## src/common/vid_pkg.sv

```systemverilog
`default_nettype none

package vid_pkg;

    // Frame geometry
    localparam int IMG_COLS = 8;
    localparam int IMG_ROWS = 6;

    // Counter widths follow the frame size
    localparam int COL_W = $clog2(IMG_COLS);
    localparam int ROW_W = $clog2(IMG_ROWS);

    typedef logic [7:0]       pix_t;
    typedef logic [COL_W-1:0] col_t;
    typedef logic [ROW_W-1:0] row_t;

    // One pixel of the stream with its framing levels
    typedef struct packed {
        logic fsync;
        logic rsync;
        pix_t data;
    } vid_beat_t;

    // Three vertically aligned pixels, bot is the newest row
    typedef struct packed {
        logic fsync;
        logic rsync;
        pix_t top;
        pix_t mid;
        pix_t bot;
    } tap_beat_t;

    // 3x3 neighbourhood in raster order, p1 top-left and p9 bottom-right
    typedef struct packed {
        logic fsync;
        logic rsync;
        pix_t p1;
        pix_t p2;
        pix_t p3;
        pix_t p4;
        pix_t p5;
        pix_t p6;
        pix_t p7;
        pix_t p8;
        pix_t p9;
    } win_beat_t;

endpackage

`default_nettype wire

```

## src/line_buffer/line_buffer.sv

```systemverilog
`timescale 1ns/10ps
`default_nettype none

module line_buffer
    import vid_pkg::*;
(
    input  logic      clk,
    input  logic      rst_n,
    input  vid_beat_t vid_in,
    output tap_beat_t taps
);

    col_t       wcol;
    col_t       wcol_d;
    logic [1:0] rows_seen;
    logic       row_end;
    vid_beat_t  in_d;
    vid_beat_t  in_q;
    pix_t       mid_d;
    pix_t       mid_q;
    pix_t       top_d;
    // Bit 0 marks a valid mid tap, bit 1 a valid top tap
    logic [1:0] ok_d;
    logic [1:0] ok_q;

    // Falling row sync closes a row
    assign row_end = in_d.rsync & ~vid_in.rsync;

    always_ff @(posedge clk or negedge rst_n) begin
        if (!rst_n) begin
            wcol      <= '0;
            rows_seen <= '0;
        end else begin
            wcol <= vid_in.rsync ? wcol + col_t'(1) : '0;
            if (!vid_in.fsync) begin
                rows_seen <= '0;
            end else if (row_end && rows_seen != 2'd2) begin
                rows_seen <= rows_seen + 2'd1;
            end
        end
    end

    // Two-cycle alignment pipeline, the second memory reads one cycle after the first
    always_ff @(posedge clk or negedge rst_n) begin
        if (!rst_n) begin
            in_d   <= '0;
            in_q   <= '0;
            wcol_d <= '0;
            ok_d   <= '0;
            ok_q   <= '0;
        end else begin
            in_d   <= vid_in;
            in_q   <= in_d;
            wcol_d <= wcol;
            ok_d   <= {rows_seen == 2'd2, rows_seen != 2'd0};
            ok_q   <= ok_d;
        end
    end

    always_ff @(posedge clk) begin
        mid_q <= mid_d;
    end

    // Holds the incoming row, reads back the previous one
    row_ram i_ram_prev (
        .clk   (clk),
        .we    (vid_in.rsync),
        .addr  (wcol),
        .wdata (vid_in.data),
        .rdata (mid_d)
    );

    // Holds the previous row, reads back the one before it
    row_ram i_ram_prev2 (
        .clk   (clk),
        .we    (in_d.rsync),
        .addr  (wcol_d),
        .wdata (mid_d),
        .rdata (top_d)
    );

    // Rows above the frame start read as zero, stale memory never leaks out
    always_comb begin
        taps.fsync = in_q.fsync;
        taps.rsync = in_q.rsync;
        taps.bot   = in_q.data;
        taps.mid   = ok_q[0] ? mid_q : '0;
        taps.top   = ok_q[1] ? top_d : '0;
    end

endmodule

`default_nettype wire

```

## src/line_buffer/row_ram.sv

```systemverilog
`timescale 1ns/10ps
`default_nettype none

module row_ram
    import vid_pkg::*;
(
    input  logic clk,
    input  logic we,
    input  col_t addr,
    input  pix_t wdata,
    output pix_t rdata
);

    // One pixel per column of a row
    pix_t mem [IMG_COLS];

    // Old contents come out while the new pixel goes in, so a row appears one row later
    always_ff @(posedge clk) begin
        if (we) begin
            mem[addr] <= wdata;
        end
        rdata <= mem[addr];
    end

endmodule

`default_nettype wire

```

## src/edge_detect_top.sv

```systemverilog
`timescale 1ns/10ps
`default_nettype none

module edge_detect_top
    import vid_pkg::*;
(
    input  logic      clk,
    input  logic      rst_n,
    input  vid_beat_t vid_in,
    output vid_beat_t vid_out
);

    tap_beat_t taps;
    win_beat_t win;

    // Row delay lines, three vertical taps
    line_buffer i_line_buffer (
        .clk    (clk),
        .rst_n  (rst_n),
        .vid_in (vid_in),
        .taps   (taps)
    );

    // 3x3 neighbourhood with zero padding at the borders
    window_cache i_window_cache (
        .clk   (clk),
        .rst_n (rst_n),
        .taps  (taps),
        .win   (win)
    );

    // Gradient magnitude, two pipeline stages
    sobel_filter i_sobel_filter (
        .clk     (clk),
        .rst_n   (rst_n),
        .win     (win),
        .vid_out (vid_out)
    );

endmodule

`default_nettype wire

```

## src/sobel_filter.sv

```systemverilog
`timescale 1ns/10ps
`default_nettype none

module sobel_filter
    import vid_pkg::*;
(
    input  logic      clk,
    input  logic      rst_n,
    input  win_beat_t win,
    output vid_beat_t vid_out
);

    // Holds +/-1020, the largest kernel response
    typedef logic signed [10:0] grad_t;

    grad_t       gx_q;
    grad_t       gy_q;
    logic        fsync_s1;
    logic        rsync_s1;
    logic [10:0] mag_sum;
    pix_t        mag_clip;

    // Weighted column or row sum a + 2b + c
    function automatic grad_t weigh(input pix_t a, input pix_t b, input pix_t c);
        return grad_t'({3'b000, a}) + grad_t'({2'b00, b, 1'b0}) + grad_t'({3'b000, c});
    endfunction

    function automatic logic [9:0] magnitude(input grad_t g);
        grad_t neg;
        neg = -g;
        return g[10] ? neg[9:0] : g[9:0];
    endfunction

    // Stage 1, signed gradients
    always_ff @(posedge clk) begin
        gx_q <= weigh(win.p3, win.p6, win.p9) - weigh(win.p1, win.p4, win.p7);
        gy_q <= weigh(win.p7, win.p8, win.p9) - weigh(win.p1, win.p2, win.p3);
    end

    always_ff @(posedge clk or negedge rst_n) begin
        if (!rst_n) begin
            fsync_s1 <= 1'b0;
            rsync_s1 <= 1'b0;
        end else begin
            fsync_s1 <= win.fsync;
            rsync_s1 <= win.rsync;
        end
    end

    // |Gx| + |Gy| tops out at 2040, clipped to the pixel range
    always_comb begin
        mag_sum  = {1'b0, magnitude(gx_q)} + {1'b0, magnitude(gy_q)};
        mag_clip = (mag_sum > 11'd255) ? '1 : mag_sum[7:0];
    end

    // Stage 2, output beat
    always_ff @(posedge clk or negedge rst_n) begin
        if (!rst_n) begin
            vid_out <= '0;
        end else begin
            vid_out.fsync <= fsync_s1;
            vid_out.rsync <= rsync_s1;
            vid_out.data  <= mag_clip;
        end
    end

endmodule

`default_nettype wire

```

## src/window/window_cache.sv

```systemverilog
`timescale 1ns/10ps
`default_nettype none

module window_cache
    import vid_pkg::*;
(
    input  logic      clk,
    input  logic      rst_n,
    input  tap_beat_t taps,
    output win_beat_t win
);

    typedef enum logic [1:0] {
        st_idle,
        st_first_row,
        st_row,
        st_tail
    } cache_state_t;

    // One column of the neighbourhood
    typedef struct packed {
        pix_t top;
        pix_t mid;
        pix_t bot;
    } win_col_t;

    cache_state_t state;
    col_t         tcol;
    col_t         ccol;
    row_t         row_cnt;
    logic         last_col;
    logic         row_done;
    logic         left_zero;
    logic         right_zero;
    // Entry 0 is the centre column, entry 1 the left column
    win_col_t     col_q [2];

    assign last_col = tcol == col_t'(IMG_COLS - 1);
    assign row_done = (state == st_first_row && taps.rsync && last_col) || state == st_tail;

    // Live tap is the right column, so the centre trails the tap by one column
    assign ccol       = (state == st_tail) ? col_t'(IMG_COLS - 1) : tcol - col_t'(1);
    assign left_zero  = ccol == '0;
    assign right_zero = ccol == col_t'(IMG_COLS - 1);

    always_ff @(posedge clk) begin
        if (taps.rsync) begin
            col_q[1] <= col_q[0];
            col_q[0] <= {taps.top, taps.mid, taps.bot};
        end
    end

    always_ff @(posedge clk or negedge rst_n) begin
        if (!rst_n) begin
            tcol    <= '0;
            row_cnt <= '0;
        end else begin
            tcol <= taps.rsync ? tcol + col_t'(1) : '0;
            if (!taps.fsync) begin
                row_cnt <= '0;
            end else if (row_done && row_cnt != row_t'(IMG_ROWS - 1)) begin
                row_cnt <= row_cnt + row_t'(1);
            end
        end
    end

    always_ff @(posedge clk or negedge rst_n) begin
        if (!rst_n) begin
            state <= st_idle;
        end else begin
            case (state)
                st_idle: begin
                    // The first input row only fills the cache
                    if (taps.fsync && taps.rsync) begin
                        state <= (row_cnt == '0) ? st_first_row : st_row;
                    end
                end
                st_first_row: begin
                    if (taps.rsync && last_col) begin
                        state <= st_idle;
                    end
                end
                st_row: begin
                    if (taps.rsync && last_col) begin
                        state <= st_tail;
                    end
                end
                st_tail: begin
                    state <= st_idle;
                end
                default: begin
                    state <= st_idle;
                end
            endcase
        end
    end

    // Tail cycle emits the right-edge window after the row has ended
    always_comb begin
        win.fsync = taps.fsync | (state == st_tail);
        win.rsync = (state == st_row && taps.rsync) || state == st_tail;
        win.p1    = left_zero ? '0 : col_q[1].top;
        win.p2    = col_q[0].top;
        win.p3    = right_zero ? '0 : taps.top;
        win.p4    = left_zero ? '0 : col_q[1].mid;
        win.p5    = col_q[0].mid;
        win.p6    = right_zero ? '0 : taps.mid;
        win.p7    = left_zero ? '0 : col_q[1].bot;
        win.p8    = col_q[0].bot;
        win.p9    = right_zero ? '0 : taps.bot;
    end

endmodule

`default_nettype wire
```

## config.mk

```make
export PLATFORM = sky130hd
export DESIGN_NAME = edge_detect_top
export DESIGN_NICKNAME = d
export VERILOG_FILES = /design/src/common/vid_pkg.sv /design/src/line_buffer/line_buffer.sv /design/src/line_buffer/row_ram.sv /design/src/edge_detect_top.sv /design/src/sobel_filter.sv /design/src/window/window_cache.sv
export SDC_FILE = /design/constraint.sdc
export NUM_CORES = 1
export LEC_CHECK = 0
export BUFFER_PORTS_ARGS = -buffer_cell sky130_fd_sc_hd__clkbuf_2
export CAP_MARGIN = 20
export CORE_MARGIN = 3
export CORE_UTILIZATION = 54
export DETAILED_ROUTE_END_ITERATION = 7
export GPL_TIMING_DRIVEN = 0
export PLACE_DENSITY = 0.7
export SETUP_SLACK_MARGIN = 0.1
export SYNTH_ARGS = -nofsm -noshare
export SYNTH_HDL_FRONTEND = slang
export SYNTH_SLANG_ARGS = --single-unit
```

## constraint.sdc

```tcl
create_clock -name clk -period 15.4 [get_ports clk]
set_clock_uncertainty 0.1 [all_clocks]
set_input_delay 4.62 -clock clk [delete_from_list [all_inputs] [get_ports clk]]
set_output_delay 4.62 -clock clk [all_outputs]
set_load 0.03 [all_outputs]
```

==> metrics.md <==
| Metric | Value |
|---|---|
| Placer Congestion | `0.893` |
| Synth Register Bits | `274` |
| Syn Inst Count | `1006` |
| Postcts setup bufs | `0` |
| Design area | `0.0148 mm2` |
| Max clock buf depth | `3` |
| CP max stage delay | `0.51 ns` |
| Fmax | `0.152 GHz` |
| Layout cell share with drive strength beyond 1 | `0.128` |
| Post-synth EDFFs | `176` |
| RSZ-0062 raised after global routing | `false` |
| Tmin final | `6.59 ns` |
| FFs w/ async S/R, synth | `0.190` |
| Vias in the first global route | `7757` |
| Post-synthesis sequential area ratio | `0.565` |
| CTS tree | `built` |
| Die X | `163 um` |
| I/O pins | `22` |
| Routed via count | `7741` |
| Cell family with the largest share of critical-path delay | `adder cells` |
| Final Cycle Share | `0.428` |
| DRT antenna net count | `0` |
| Critical path endpoint category | `flop` |
| Initial antenna violation count | `0` |
| Antenna diodes | `0` |
| Vias per Instance | `5.53` |
| Critical path fanouts, max | `10` |
| Fillers | `1839` |
| CTS root buffer | `clkbuf_16` |
| CP required | `15.71 ns` |
| Buffers and inverters on the worst path | `4` |
| Worst vdd ir | `0.000222 V` |
| Sinks on Clock Net | `274` |
| Post-Route Setup TNS | `0 ns` |
| Pwr Density | `171 mW/mm2` |
| Placement Cell Area | `0.0139 mm2` |
| Die extent in y | `163 um` |
| Slew headroom | `0.343` |
| Total CTS buffers | `28` |
| Drt wl/cell | `18.3 um` |
| DRT Pass-1 Iters | `5` |
| WL final | `25.6 mm` |
| GR Util met2 | `0.328` |
| Clock transition at path regs | `0.06 ns` |
| Status | `finished, final reports clean` |
| Syn Std Cell Area | `0.0133 mm2` |
| Layout Nets | `1178` |
| Pin count of the biggest net entering global routing | `34` |
| Final Hold Viols | `0` |
| Detailed Place HPWL | `18.4 mm` |
| Hold/Removal Path Class | `reg -> reg` |
| CTS resizes | `0` |
| Static Leak | `0.00586 uW` |
| H-tree Lvls | `1` |
| Grt met3 use | `0.0242` |
| Synth Net Count | `1125` |
| Final count of pins violating max slew | `0` |
| CP Launch Type | `flop` |
| Max cap viols | `0` |
| Hold WS | `0.248 ns` |
| FP Rows | `56` |
| Yosys warns | `0` |
| Tot GR Track Use | `0.198` |
| CORE AREA | `0.0238 mm2` |
| Main synth FF type | `edfxtp_1` |
| Count of input and output buffers | `21` |
| Die area | `0.0265 mm2` |
| Worst skew pair latency | `0.56 ns` |
| Post-synthesis area per instance | `13.2 um2` |
| M1 GR Usage | `0.282` |
| Crit-path slowest cell | `xnor2_1` |
| First-pass GRT wire length | `41.2 mm` |
| GRT busiest layer | `met2` |
| Final Setup Violations | `0` |
| CP Cell Sequence | `inv_1 > ha_1 > xnor2_1 > nand3_1 > buf_2 > buf_2 > clkbuf_1 > and2_1 > ha_1 > ha_1 > a21oi_1 > o21bai_2 > maj3_2 > maj3_2 > a31oi_4 > xor2_1 > fa_1 > fa_1 > ha_1 > or3_1 > o21ai_0 > a21oi_1 > xor2_1` |
| CTS Hold Bufs | `0` |
| Initial Util | `0.558` |
| CP most frequent cell | `ha_1` |
| Area Overhead vs Synth | `11.5%` |
| Worst-Margin Slew | `0.981 ns` |
| GRT overflow | `0` |
| Worst path arrival time | `6.90 ns` |
| DR iter-0 viols | `597` |
| DRC violations left | `0` |
| Critical path class | `reg -> reg` |
| Post-synth cell types | `60` |
## sequential cells by signal, summed over array words and instances (netlist names)
name                             cells
i_sobel_filter.gx_q                 11
i_window_cache.col_q                48
i_sobel_filter.fsync_s1              1
i_sobel_filter.vid_out              10
i_window_cache.state                 2
i_window_cache.row_cnt               3
i_line_buffer.ok_d                   2
i_line_buffer.i_ram_prev.rdata       8
i_line_buffer.i_ram_prev.mem        64
i_line_buffer.in_d                  10
i_line_buffer.wcol_d                 3
i_line_buffer.ok_q                   2
i_line_buffer.mid_q                  8
i_line_buffer.taps                  10
i_line_buffer.rows_seen              2
i_line_buffer.i_ram_prev2.mem       64
i_sobel_filter.rsync_s1              1
i_line_buffer.wcol                   3
i_window_cache.tcol                  3
i_line_buffer.i_ram_prev2.rdata      8
i_sobel_filter.gy_q                 11
## layer usage
layer | part of all wire | vias up
met5 | 0 | -
met4 | 0.019 | 0
met3 | 0.037 | 35
met2 | 0.49 | 146
met1 | 0.46 | 3839
li1 | - | 3721
## worst reg2reg max path: stages (launching register included)
cell and delay [ns]:
dfrtp_1 0.42, inv_1 0.07, ha_1 0.20, xnor2_1 0.51, nand3_1 0.27, buf_2 0.26
buf_2 0.25, clkbuf_1 0.33, and2_1 0.27, ha_1 0.22, ha_1 0.23, a21oi_1 0.16
o21bai_2 0.09, maj3_2 0.34, maj3_2 0.35, a31oi_4 0.20, xor2_1 0.23, fa_1 0.49
fa_1 0.49, ha_1 0.27, or3_1 0.36, o21ai_0 0.11, a21oi_1 0.10, xor2_1 0.17
## power breakdown
group	total (uW)	switching (uW)	leakage (uW)	internal, uW
clock	697	280	0.000462	417
sequential	915	46.3	0.00265	868
combinational	926	516	0.00274	410
total	2540	843	0.00586	1700
## Yosys cell counts, types with 11 or more instances
master	instances	share of area
fa_1	33	0.050
nor2_1	45	0.013
xnor2_1	54	0.036
nand2b_1	13	0.0061
mux2_2	16	0.014
ha_1	74	0.070
nand3_1	17	0.0064
nor3_1	19	0.0072
inv_1	83	0.023
dfrtp_1	52	0.098
o21ai_0	32	0.012
clkbuf_1	14	0.0040
and2_1	48	0.023
edfxtp_1	176	0.40
mux4_2	32	0.054
nand2_1	67	0.019
xor2_1	13	0.0086
a21oi_1	37	0.014
dfxtp_1	46	0.069
o211ai_1	11	0.0062
## cell usage in the layout (no fill, tap or decap), types with 7 or more instances in the layout
| cell | n |
|---|---|
| dfxtp_1 | 46 |
| inv_1 | 83 |
| or3_1 | 7 |
| nor3_1 | 15 |
| clkbuf_1 | 24 |
| o31ai_1 | 10 |
| nand3_1 | 17 |
| xnor2_1 | 54 |
| xor2_1 | 13 |
| mux4_2 | 32 |
| nand2b_1 | 13 |
| o211ai_1 | 11 |
| o21ai_0 | 32 |
| nor2b_1 | 10 |
| dfrtp_1 | 51 |
| and2_1 | 48 |
| clkbuf_2 | 21 |
| ha_1 | 74 |
| edfxtp_1 | 176 |
| a21oi_1 | 37 |
| buf_2 | 8 |
| a21o_1 | 8 |
| mux2_2 | 16 |
| nor2_1 | 45 |
| nand2_1 | 67 |
| clkbuf_16 | 28 |
| fa_1 | 33 |
| and3_1 | 9 |
## per-stage QoR
| step | total power (uW) | cells | util | worst slack [ns] |
|---|---|---|---|---|
| floorplan | 1650 | 1006 | - | 9.59 |
| global placement | 1840 | 1346 | 0.579 | 8.82 |
| detailed placement | 1850 | 1348 | 0.582 | 8.80 |
| CTS | 2560 | 1400 | 0.622 | 8.74 |
| global route | 2700 | 1400 | 0.622 | 8.43 |
| finish | 2540 | 1400 | 0.622 | 8.81 |
## layout make-up
| cell class | count | area [um2] | area share |
|---|---|---|---|
| Buffer | 26 | 115 | 0.00776 |
| Clock buffer | 40 | 766 | 0.0516 |
| Clock inverter | 12 | 198 | 0.0133 |
| Inverter | 83 | 312 | 0.0210 |
| Multi-Input combinational cell | 623 | 5380 | 0.363 |
| Sequential cell | 274 | 7510 | 0.506 |
| Tap cell | 319 | 399 | 0.0269 |
| Timing Repair Buffer | 23 | 145 | 0.00979 |
## logic make-up (layout without fill, tap and decap cells)
kind of cell    Yosys count  after routing  synth area share
simple gates            249            249            0.0932
flops                   274            274             0.565
compound gates          147            147            0.0737
mux                      50             50            0.0693
xor+xnor                 68             68            0.0462
fa+ha+maj               109            109             0.121
buf+inv                 109            184            0.0321
## path summary, 6_finish.rpt
check	to	slack [ns]	start	cells past startpoint
max in group asynchronous	i_line_buffer.taps[24]	10.66	rst_n	2
min reg2reg	i_line_buffer.taps[6]	0.25	i_line_buffer.in_d[6]	0
max reg2reg	i_sobel_filter.gx_q[8]	8.81	i_window_cache.tcol[0]	23
min in group asynchronous	i_window_cache.row_cnt[0]	3.95	rst_n	1
max	i_sobel_filter.gx_q[8]	8.81	i_window_cache.tcol[0]	23
min	i_line_buffer.taps[6]	0.25	i_line_buffer.in_d[6]	0
(Power assumes the default switching activity.)
